File: config.mk
export PLATFORM = sky130hd
export DESIGN_NAME = ex_stage
export DESIGN_NICKNAME = d
export VERILOG_FILES = /design/src/source/ex_cfg_pkg.sv /design/src/source/ex_types_pkg.sv /design/src/source/ex_alu.sv /design/src/source/ex_mult.sv /design/src/source/ex_writeback.sv /design/src/source/ex_stage.sv
export SDC_FILE = /design/constraint.sdc
export NUM_CORES = 2
export LEC_CHECK = 0
export BUFFER_PORTS_ARGS = -buffer_cell sky130_fd_sc_hd__buf_4
export CAP_MARGIN = 5
export CORE_MARGIN = 5
export CORE_UTILIZATION = 30
export DETAILED_ROUTE_END_ITERATION = 10
export PLACE_DENSITY = 0.43
export SYNTH_ARGS = -nofsm -noshare
export SYNTH_HDL_FRONTEND = slang
export SYNTH_SLANG_ARGS = --single-unit
File: constraint.sdc
create_clock -name clk -period 8 [get_ports clk]
set_input_delay 0.4 -clock clk [delete_from_list [all_inputs] [get_ports clk]]
set_output_delay 0.4 -clock clk [all_outputs]
set_load 0.02 [all_outputs]
File: src/source/ex_cfg_pkg.sv
// execute stage configuration: datapath, register address and shift widths
package ex_cfg_pkg;

  //////////////////////////////
  // datapath
  //////////////////////////////

  // one machine word
  localparam int unsigned DATA_W = 32;

  // shift amount taken from the low bits of operand b
  localparam int unsigned SHAMT_W = 5;

  //////////////////////////////
  // register file
  //////////////////////////////

  // integer and fp register spaces share one address range
  // msb selects the fp half
  localparam int unsigned REG_ADDR_W = 6;

endpackage : ex_cfg_pkg

File: src/source/ex_types_pkg.sv
// execute stage opcode and multiplier state encodings
package ex_types_pkg;

  // alu opcodes
  // arithmetic and logic in the low range, branch compares from 5'h10
  typedef enum logic [4:0] {
    ALU_ADD  = 5'h00,
    ALU_SUB  = 5'h01,
    ALU_AND  = 5'h02,
    ALU_OR   = 5'h03,
    ALU_XOR  = 5'h04,
    ALU_SLL  = 5'h05,
    ALU_SRL  = 5'h06,
    ALU_SRA  = 5'h07,
    ALU_SLT  = 5'h08,
    ALU_SLTU = 5'h09,
    ALU_EQ   = 5'h10,
    ALU_NE   = 5'h11,
    ALU_LT   = 5'h12,
    ALU_GE   = 5'h13,
    ALU_LTU  = 5'h14,
    ALU_GEU  = 5'h15
  } alu_op_e;

  // multiplier opcodes
  // mul is the low word, the rest return the high word
  typedef enum logic [1:0] {
    MUL_MUL    = 2'd0,
    MUL_MULH   = 2'd1,
    MUL_MULHSU = 2'd2,
    MUL_MULHU  = 2'd3
  } mul_op_e;

  // multiplier control
  typedef enum logic {
    MS_IDLE = 1'b0,
    MS_HIGH = 1'b1
  } mult_state_e;

endpackage : ex_types_pkg

File: src/source/ex_alu.sv
// integer alu with shared compare logic for slt and branch decisions
module ex_alu (
  input  logic                          enable_i,
  input  ex_types_pkg::alu_op_e         operator_i,
  input  logic [ex_cfg_pkg::DATA_W-1:0] operand_a_i,
  input  logic [ex_cfg_pkg::DATA_W-1:0] operand_b_i,
  output logic [ex_cfg_pkg::DATA_W-1:0] result_o,
  output logic                          comparison_result_o,
  output logic                          ready_o
);
  import ex_cfg_pkg::*;
  import ex_types_pkg::*;

  logic [SHAMT_W-1:0] shamt;
  logic               lt_signed;
  logic               lt_unsigned;
  logic               equal;
  logic               cmp_flag;

  //////////////////////////////
  // shared comparator
  //////////////////////////////

  // computed once, used by slt/sltu and all branch compares
  assign lt_signed   = $signed(operand_a_i) < $signed(operand_b_i);
  assign lt_unsigned = operand_a_i < operand_b_i;
  assign equal       = operand_a_i == operand_b_i;

  always_comb begin
    unique case (operator_i)
      ALU_SLT, ALU_LT:   cmp_flag = lt_signed;
      ALU_SLTU, ALU_LTU: cmp_flag = lt_unsigned;
      ALU_GE:            cmp_flag = ~lt_signed;
      ALU_GEU:           cmp_flag = ~lt_unsigned;
      ALU_EQ:            cmp_flag = equal;
      ALU_NE:            cmp_flag = ~equal;
      default:           cmp_flag = 1'b0;
    endcase
  end

  // branch decision straight to IF
  assign comparison_result_o = cmp_flag;

  //////////////////////////////
  // result mux
  //////////////////////////////

  // rv32 shifts only look at the low bits
  assign shamt = operand_b_i[SHAMT_W-1:0];

  always_comb begin
    case (operator_i)
      ALU_ADD: result_o = operand_a_i + operand_b_i;
      ALU_SUB: result_o = operand_a_i - operand_b_i;
      ALU_AND: result_o = operand_a_i & operand_b_i;
      ALU_OR:  result_o = operand_a_i | operand_b_i;
      ALU_XOR: result_o = operand_a_i ^ operand_b_i;
      ALU_SLL: result_o = operand_a_i << shamt;
      ALU_SRL: result_o = operand_a_i >> shamt;
      ALU_SRA: result_o = $unsigned($signed(operand_a_i) >>> shamt);
      // compares give the flag zero extended
      default: result_o = {{(DATA_W-1){1'b0}}, cmp_flag};
    endcase
  end

  // single cycle unit, never stalls
  assign ready_o = 1'b1;

  // opcode must decode to a real operation when issued
  always_comb begin
    if (enable_i) begin
      a_op_known : assert (operator_i inside {[ALU_ADD:ALU_SLTU], [ALU_EQ:ALU_GEU]})
        else $error("alu issued with unknown opcode %0h", operator_i);
    end
  end

endmodule : ex_alu

File: src/source/ex_mult.sv
// multiplier with single cycle low product and two cycle high product
module ex_mult (
  input  logic                          clk,
  input  logic                          rst_n,
  input  logic                          enable_i,
  input  ex_types_pkg::mul_op_e         operator_i,
  input  logic [ex_cfg_pkg::DATA_W-1:0] op_a_i,
  input  logic [ex_cfg_pkg::DATA_W-1:0] op_b_i,
  input  logic                          ex_ready_i,
  output logic [ex_cfg_pkg::DATA_W-1:0] result_o,
  output logic                          multicycle_o,
  output logic                          ready_o
);
  import ex_cfg_pkg::*;
  import ex_types_pkg::*;

  mult_state_e                state_q;
  mult_state_e                state_d;
  logic                       sign_a;
  logic                       sign_b;
  logic                       high_req;
  logic signed [DATA_W:0]     a_ext;
  logic signed [DATA_W:0]     b_ext;
  logic signed [2*DATA_W-1:0] prod;
  logic [DATA_W-1:0]          prod_hi_q;

  //////////////////////////////
  // operand extension
  //////////////////////////////

  // mulh signs both, mulhsu only a, mulhu neither
  assign sign_a = (operator_i == MUL_MULH) || (operator_i == MUL_MULHSU);
  assign sign_b = (operator_i == MUL_MULH);

  assign a_ext = $signed({sign_a & op_a_i[DATA_W-1], op_a_i});
  assign b_ext = $signed({sign_b & op_b_i[DATA_W-1], op_b_i});

  // one 33x33 signed array
  // low word is the same for every signedness
  assign prod = a_ext * b_ext;

  // a new high product request
  assign high_req = enable_i && (operator_i != MUL_MUL);

  //////////////////////////////
  // control
  //////////////////////////////

  always_comb begin
    state_d = state_q;
    unique case (state_q)
      MS_IDLE: if (high_req) state_d = MS_HIGH;
      // hold until the stage hands off
      MS_HIGH: if (ex_ready_i) state_d = MS_IDLE;
      default: state_d = MS_IDLE;
    endcase
  end

  always_ff @(posedge clk or negedge rst_n) begin
    if (!rst_n) begin
      state_q <= MS_IDLE;
    end else begin
      state_q <= state_d;
    end
  end

  // upper word captured on entry to MS_HIGH
  always_ff @(posedge clk) begin
    if (state_q == MS_IDLE && high_req) begin
      prod_hi_q <= prod[2*DATA_W-1:DATA_W];
    end
  end

  assign multicycle_o = (state_q == MS_HIGH);
  // busy only in the cycle that starts a high product
  assign ready_o      = (state_q == MS_HIGH) || !high_req;
  assign result_o     = (state_q == MS_HIGH) ? prod_hi_q : prod[DATA_W-1:0];

  // stalled high result must not move
  a_high_hold : assert property (@(posedge clk) disable iff (!rst_n)
    (state_q == MS_HIGH && !ex_ready_i) |=> $stable(result_o))
    else $error("mult high result changed while stalled");

endmodule : ex_mult

File: src/source/ex_writeback.sv
// write port muxing, ex/wb register for the lsu port and stage handshake
module ex_writeback (
  input  logic                              clk,
  input  logic                              rst_n,
  input  logic                              alu_en_i,
  input  logic [ex_cfg_pkg::DATA_W-1:0]     alu_result_i,
  input  logic                              mult_en_i,
  input  logic [ex_cfg_pkg::DATA_W-1:0]     mult_result_i,
  input  logic                              csr_access_i,
  input  logic [ex_cfg_pkg::DATA_W-1:0]     csr_rdata_i,
  input  logic                              lsu_en_i,
  input  logic [ex_cfg_pkg::DATA_W-1:0]     lsu_rdata_i,
  input  logic                              lsu_ready_ex_i,
  input  logic                              lsu_err_i,
  input  logic                              alu_ready_i,
  input  logic                              mult_ready_i,
  input  logic                              branch_in_ex_i,
  input  logic                              regfile_alu_we_i,
  input  logic [ex_cfg_pkg::REG_ADDR_W-1:0] regfile_alu_waddr_i,
  input  logic                              regfile_we_i,
  input  logic [ex_cfg_pkg::REG_ADDR_W-1:0] regfile_waddr_i,
  input  logic                              wb_ready_i,
  output logic                              regfile_alu_we_fw_o,
  output logic [ex_cfg_pkg::REG_ADDR_W-1:0] regfile_alu_waddr_fw_o,
  output logic [ex_cfg_pkg::DATA_W-1:0]     regfile_alu_wdata_fw_o,
  output logic                              regfile_we_wb_o,
  output logic [ex_cfg_pkg::REG_ADDR_W-1:0] regfile_waddr_wb_o,
  output logic [ex_cfg_pkg::DATA_W-1:0]     regfile_wdata_wb_o,
  output logic                              ex_ready_o,
  output logic                              ex_valid_o
);

  logic units_ready;
  logic lsu_we;

  //////////////////////////////
  // forwarding port
  //////////////////////////////

  // enable and address straight from ID
  assign regfile_alu_we_fw_o    = regfile_alu_we_i;
  assign regfile_alu_waddr_fw_o = regfile_alu_waddr_i;

  // csr wins over mult, mult over alu
  always_comb begin
    if (csr_access_i) begin
      regfile_alu_wdata_fw_o = csr_rdata_i;
    end else if (mult_en_i) begin
      regfile_alu_wdata_fw_o = mult_result_i;
    end else if (alu_en_i) begin
      regfile_alu_wdata_fw_o = alu_result_i;
    end else begin
      regfile_alu_wdata_fw_o = '0;
    end
  end

  //////////////////////////////
  // ex/wb register
  //////////////////////////////

  // faulting loads never write back
  assign lsu_we = regfile_we_i & ~lsu_err_i;

  always_ff @(posedge clk or negedge rst_n) begin
    if (!rst_n) begin
      regfile_we_wb_o    <= 1'b0;
      regfile_waddr_wb_o <= '0;
    end else if (ex_valid_o) begin
      // wb_ready_i already folded into ex_valid_o
      regfile_we_wb_o <= lsu_we;
      if (lsu_we) begin
        regfile_waddr_wb_o <= regfile_waddr_i;
      end
    end else if (wb_ready_i) begin
      // nothing new, drain the slot
      regfile_we_wb_o <= 1'b0;
    end
  end

  // load data goes by without a register
  assign regfile_wdata_wb_o = lsu_rdata_i;

  //////////////////////////////
  // stall handshake
  //////////////////////////////

  assign units_ready = alu_ready_i & mult_ready_i & lsu_ready_ex_i & wb_ready_i;

  // branches retire in EX, so they free the stage
  assign ex_ready_o = units_ready | branch_in_ex_i;

  // no ex_ready_o term here
  assign ex_valid_o = (alu_en_i | mult_en_i | csr_access_i | lsu_en_i) & units_ready;

  // an errored load in a valid cycle leaves the lsu port idle next cycle
  a_err_no_write : assert property (@(posedge clk) disable iff (!rst_n)
    (ex_valid_o && lsu_err_i) |=> !regfile_we_wb_o)
    else $error("lsu write back after load error");

endmodule : ex_writeback

File: src/source/ex_stage.sv
// execute stage top: alu, multiplier and write back with stall handshake
module ex_stage (
  input  logic                              clk,
  input  logic                              rst_n,
  // alu issue
  input  logic                              alu_en_i,
  input  ex_types_pkg::alu_op_e             alu_operator_i,
  input  logic [ex_cfg_pkg::DATA_W-1:0]     alu_operand_a_i,
  input  logic [ex_cfg_pkg::DATA_W-1:0]     alu_operand_b_i,
  input  logic [ex_cfg_pkg::DATA_W-1:0]     alu_operand_c_i,
  // mult issue
  input  logic                              mult_en_i,
  input  ex_types_pkg::mul_op_e             mult_operator_i,
  input  logic [ex_cfg_pkg::DATA_W-1:0]     mult_operand_a_i,
  input  logic [ex_cfg_pkg::DATA_W-1:0]     mult_operand_b_i,
  // csr read
  input  logic                              csr_access_i,
  input  logic [ex_cfg_pkg::DATA_W-1:0]     csr_rdata_i,
  // lsu
  input  logic                              lsu_en_i,
  input  logic [ex_cfg_pkg::DATA_W-1:0]     lsu_rdata_i,
  input  logic                              lsu_ready_ex_i,
  input  logic                              lsu_err_i,
  // destination registers
  input  logic                              regfile_alu_we_i,
  input  logic [ex_cfg_pkg::REG_ADDR_W-1:0] regfile_alu_waddr_i,
  input  logic                              regfile_we_i,
  input  logic [ex_cfg_pkg::REG_ADDR_W-1:0] regfile_waddr_i,
  input  logic                              branch_in_ex_i,
  input  logic                              wb_ready_i,
  // forwarding port to ID and regfile
  output logic                              regfile_alu_we_fw_o,
  output logic [ex_cfg_pkg::REG_ADDR_W-1:0] regfile_alu_waddr_fw_o,
  output logic [ex_cfg_pkg::DATA_W-1:0]     regfile_alu_wdata_fw_o,
  // lsu write port
  output logic                              regfile_we_wb_o,
  output logic [ex_cfg_pkg::REG_ADDR_W-1:0] regfile_waddr_wb_o,
  output logic [ex_cfg_pkg::DATA_W-1:0]     regfile_wdata_wb_o,
  // to IF
  output logic                              branch_decision_o,
  output logic [ex_cfg_pkg::DATA_W-1:0]     jump_target_o,
  output logic                              mult_multicycle_o,
  output logic                              ex_ready_o,
  output logic                              ex_valid_o
);
  import ex_cfg_pkg::*;

  logic [DATA_W-1:0] alu_result;
  logic [DATA_W-1:0] mult_result;
  logic              alu_ready;
  logic              mult_ready;

  // target already computed in ID
  assign jump_target_o = alu_operand_c_i;

  //////////////////////////////
  // alu
  //////////////////////////////

  ex_alu u_alu (
    .enable_i            (alu_en_i),
    .operator_i          (alu_operator_i),
    .operand_a_i         (alu_operand_a_i),
    .operand_b_i         (alu_operand_b_i),
    .result_o            (alu_result),
    .comparison_result_o (branch_decision_o),
    .ready_o             (alu_ready)
  );

  //////////////////////////////
  // multiplier
  //////////////////////////////

  // released by the stage handshake
  ex_mult u_mult (
    .clk          (clk),
    .rst_n        (rst_n),
    .enable_i     (mult_en_i),
    .operator_i   (mult_operator_i),
    .op_a_i       (mult_operand_a_i),
    .op_b_i       (mult_operand_b_i),
    .ex_ready_i   (ex_ready_o),
    .result_o     (mult_result),
    .multicycle_o (mult_multicycle_o),
    .ready_o      (mult_ready)
  );

  //////////////////////////////
  // write back and handshake
  //////////////////////////////

  ex_writeback u_wb (
    .clk                    (clk),
    .rst_n                  (rst_n),
    .alu_en_i               (alu_en_i),
    .alu_result_i           (alu_result),
    .mult_en_i              (mult_en_i),
    .mult_result_i          (mult_result),
    .csr_access_i           (csr_access_i),
    .csr_rdata_i            (csr_rdata_i),
    .lsu_en_i               (lsu_en_i),
    .lsu_rdata_i            (lsu_rdata_i),
    .lsu_ready_ex_i         (lsu_ready_ex_i),
    .lsu_err_i              (lsu_err_i),
    .alu_ready_i            (alu_ready),
    .mult_ready_i           (mult_ready),
    .branch_in_ex_i         (branch_in_ex_i),
    .regfile_alu_we_i       (regfile_alu_we_i),
    .regfile_alu_waddr_i    (regfile_alu_waddr_i),
    .regfile_we_i           (regfile_we_i),
    .regfile_waddr_i        (regfile_waddr_i),
    .wb_ready_i             (wb_ready_i),
    .regfile_alu_we_fw_o    (regfile_alu_we_fw_o),
    .regfile_alu_waddr_fw_o (regfile_alu_waddr_fw_o),
    .regfile_alu_wdata_fw_o (regfile_alu_wdata_fw_o),
    .regfile_we_wb_o        (regfile_we_wb_o),
    .regfile_waddr_wb_o     (regfile_waddr_wb_o),
    .regfile_wdata_wb_o     (regfile_wdata_wb_o),
    .ex_ready_o             (ex_ready_o),
    .ex_valid_o             (ex_valid_o)
  );

  // a multiplier issue never starts alongside an alu issue
  a_mult_alu_excl : assert property (@(posedge clk) disable iff (!rst_n)
    $rose(u_mult.enable_i) |-> !alu_en_i)
    else $error("mult and alu issued together");

endmodule : ex_stage

==> metrics.md <==
| Metric | Value |
|---|---|
| Least-Margin Pin Slew | `1.237 ns` |
| H-tree levels | `2` |
| Row cnt | `149` |
| Vias per inst | `4.890` |
| Post-synthesis async set-or-reset flop share | `20.00%` |
| Max-Cap Viols | `0` |
| Wire per inst | `21.51 um` |
| Final Net Count | `7,737` |
| Post-Synth XOR/XNOR Area | `1.451%` |
| Post-synth EDFFs | `32` |
| Mapped Cells | `5,791` |
| Main combinational cell family by area after synthesis | `adder cells` |
| Clk buf depth | `2` |
| Via count | `40,270` |
| TritonRoute pass-1 iters | `6` |
| Max-slew violations | `0` |
| Fmax | `128.2 MHz` |
| WP data arrival | `7.40 ns` |
| Mux cell area share after synthesis | `4.082%` |
| IO Pins | `369` |
| CP most frequent cell | `fa_1` |
| Met2 usage | `34.63%` |
| Final setup fails | `0` |
| Critical path's slowest cell | `fa_1` |
| Most Used Layer, Global Route | `met2` |
| Iter 0 DRT Violations | `2,659` |
| Worst Path Max Fanout | `12` |
| DP Area | `55,490 um2` |
| CP peak stage delay | `0.54 ns` |
| Vias in the first global route | `43,700` |
| Synth top area cells | `fa_1 (46%), inv_1 (9.9%), ha_1 (7.9%)` |
| Simple-gate portion of the synthesized area | `15.09%` |
| Grt met1 use | `28.60%` |
| Synth warn | `0` |
| Commonest non-fill, non-tap cell in the layout | `inv_1` |
| Final min period | `7.802 ns` |
| Num CTS Buffers | `5` |
| Yosys top cell area share | `45.58%` |
| Clk sinks | `40` |
| Worst hold-check path type | `input port to flip-flop` |
| Unrepaired setup endpoints after global routing | `true` |
| Synthesized area | `49,500 um2` |
| Total track usage | `20.38%` |
| Worst relative slew slack | `16.66%` |
| First-pass GRT wire length | `274,200 um` |
| Post-synthesis compound-gate area fraction | `9.828%` |
| Largest net degree at the start of global routing | `68` |
| Remaining DRCs | `0` |
| Ratio of cells with drive above 1 in the final layout | `14.36%` |
| DRT Wirelength | `177,100 um` |
| Seq cells post-synth | `40` |
| Final instance area | `56,220 um2` |
| Yosys top cell by area | `fa_1` |
| CP startpoint kind | `input port` |
| Die Span Y | `416.2 um` |
| Seq/Total Area, Yosys | `2.346%` |
| Clock latency on the worst-skew pair | `0.29 ns` |
| Gr ovfl total | `0` |
| Clock skew | `0.003428 ns` |
| Syn_nets | `7,484` |
| Most frequent cells in the layout | `inv_1 (1,297), fa_1 (1,120), nand2_1 (939)` |
| Critical path capture point type | `output pin` |
| Final HPWL DP | `152,400 um` |
| Yosys cell types | `90` |
| Post-DRT Antenna Nets | `0` |
| Worst-path clk slew | `0.06 ns` |
| Status | `finished, final reports clean` |
| Crit share post-route | `97.53%` |
| Met3 usage | `1.131%` |
| Core footprint | `164,400 um2` |
| Routability cong. | `0.9029` |
| CTS tree | `built` |
| Area delta synth->final | `13.59%` |
| Clk root buf | `clkbuf_16` |
| Initial antenna violation count | `5` |
| Post-Synth Adder-Cell Area | `53.44%` |
| Critical Path RT | `7.60 ns` |
| Die width | `416.2 um` |
| Die ar. | `173,200 um2` |
| Crit Path Category | `input port to output pin` |
| PortBufs | `226` |
| Starting Density | `30.10%` |
| Primary FF master, synth | `edfxtp_1` |
| Syn avg cell area | `8.547 um2` |
| Final hold vios | `0` |
==> Yosys cell counts, types with 8 or more instances <==
cell type,instances
a21o_1,58
o21bai_1,29
nor2b_1,20
ha_1,311
o31ai_1,14
o21ai_0,159
nand4_1,20
nand2_1,942
mux2_2,21
o22ai_1,14
fa_1,1127
nor3_1,44
a2111oi_0,11
dfrtp_1,8
mux4_2,61
or3_1,14
nand3_1,34
mux2i_1,41
o211ai_1,28
xnor2_1,58
nor4_1,12
nor2_1,200
a21oi_1,172
a211oi_1,24
edfxtp_1,32
buf_4,79
and2_1,276
a22oi_1,18
and3_1,32
buf_2,23
nand2b_1,14
a2bb2oi_1,11
a221o_1,10
xor2_1,24
a221oi_1,28
buf_1,8
o221ai_1,13
o21a_1,19
a31oi_1,35
or2_2,23
inv_1,1307
clkbuf_1,296
==> cell families (layout without fill, tap and decap cells) <==
group	after synthesis	count (layout)
DFF	40	40
other	0	1
and+or+nand+nor	1658	1658
AOI/OAI and AO/OA	730	730
adders and majority gates	1438	1438
buffers and inverters	1720	1974
xor gates and xnor gates	82	82
muxes	123	123
==> worst paths after layout <==
kind                                                        from                                endpoint  slack [ns]  depth (start not counted)
worst max-delay path                         mult_operand_b_i[0]              regfile_alu_wdata_fw_o[31]        0.20                         30
worst min register to register  u_wb.regfile_we_wb_o$_DFFE_PN0P_        u_wb.regfile_we_wb_o$_DFFE_PN0P_        0.49                          1
worst max register to register     u_mult.multicycle_o$_DFF_PN0_  u_wb.regfile_waddr_wb_o[0]$_DFFE_PN0P_        5.47                          6
max in group asynchronous                                  rst_n  u_wb.regfile_waddr_wb_o[0]$_DFFE_PN0P_        7.36                          2
worst min-delay path                          regfile_waddr_i[4]  u_wb.regfile_waddr_wb_o[4]$_DFFE_PN0P_        0.34                          2
min in group asynchronous                                  rst_n        u_wb.regfile_we_wb_o$_DFFE_PN0P_        0.48                          2
==> metrics by stage <==
stage / hold WS, ns / setup TNS [ns] / worst slack, ns / instances / utilization, %
after floorplan: 0.1044 / -0.02869 / -0.02869 / 5791 / -
after global placement: 0.2514 / -2.692 / -0.2952 / 8217 / 33.74
after detailed placement: 0.2527 / -2.468 / -0.2881 / 8217 / 33.74
after CTS: 0.3297 / -0.01439 / -0.01439 / 8227 / 33.91
after global routing: 0.3330 / -0.1283 / -0.06728 / 8235 / 34.19
final: 0.3416 / 0 / 0.1976 / 8235 / 34.19
==> flip-flops by register name, summed over array words and instances (netlist names) <==
register,cells
u_wb.regfile_we_wb_o,1
u_mult.multicycle_o,1
u_mult.prod_hi_q,32
u_wb.regfile_waddr_wb_o,6
==> worst max-delay path, delay by kind of cell <==
kind	cells	cell delay, ns
XOR/XNOR	1	0.19
buffers and inverters	11	1.07
adder cells (fa/ha/maj)	9	4.34
AND/OR/NAND/NOR	3	0.41
AO/OA/AOI/OAI	6	0.99
==> timing repair <==
action | CTS | global route
hold endpoints to repair | 8 | 0
resized for setup | 16 | 102
hold buffers | 1 | 0
setup buffers | 1 | 7
endpoints found under the setup margin | 8 | 32
pin swaps | 6 | 53
==> metal layers <==
metal,share of wire [%],up-vias
met2,49,1017
met5,0.0056,-
met4,2.7,2
met1,45,20960
li1,-,18120
met3,3.8,167
==> cell type report <==
| class | instances | area, um2 |
|---|---|---|
| multi-input cells | 4031 | 41970 |
| clock inverters | 3 | 46.29 |
| well taps | 2189 | 2739 |
| fillers | 17470 | 108200 |
| flip-flops and latches | 40 | 1161 |
| inverters | 1310 | 4921 |
| clock buffers | 5 | 125.1 |
| repair buffers | 656 | 5256 |
| diodes | 1 | 2.502 |
Power is not shown: default switching activity piles up to over one toggle a cycle in this logic, so the estimate is an artifact.
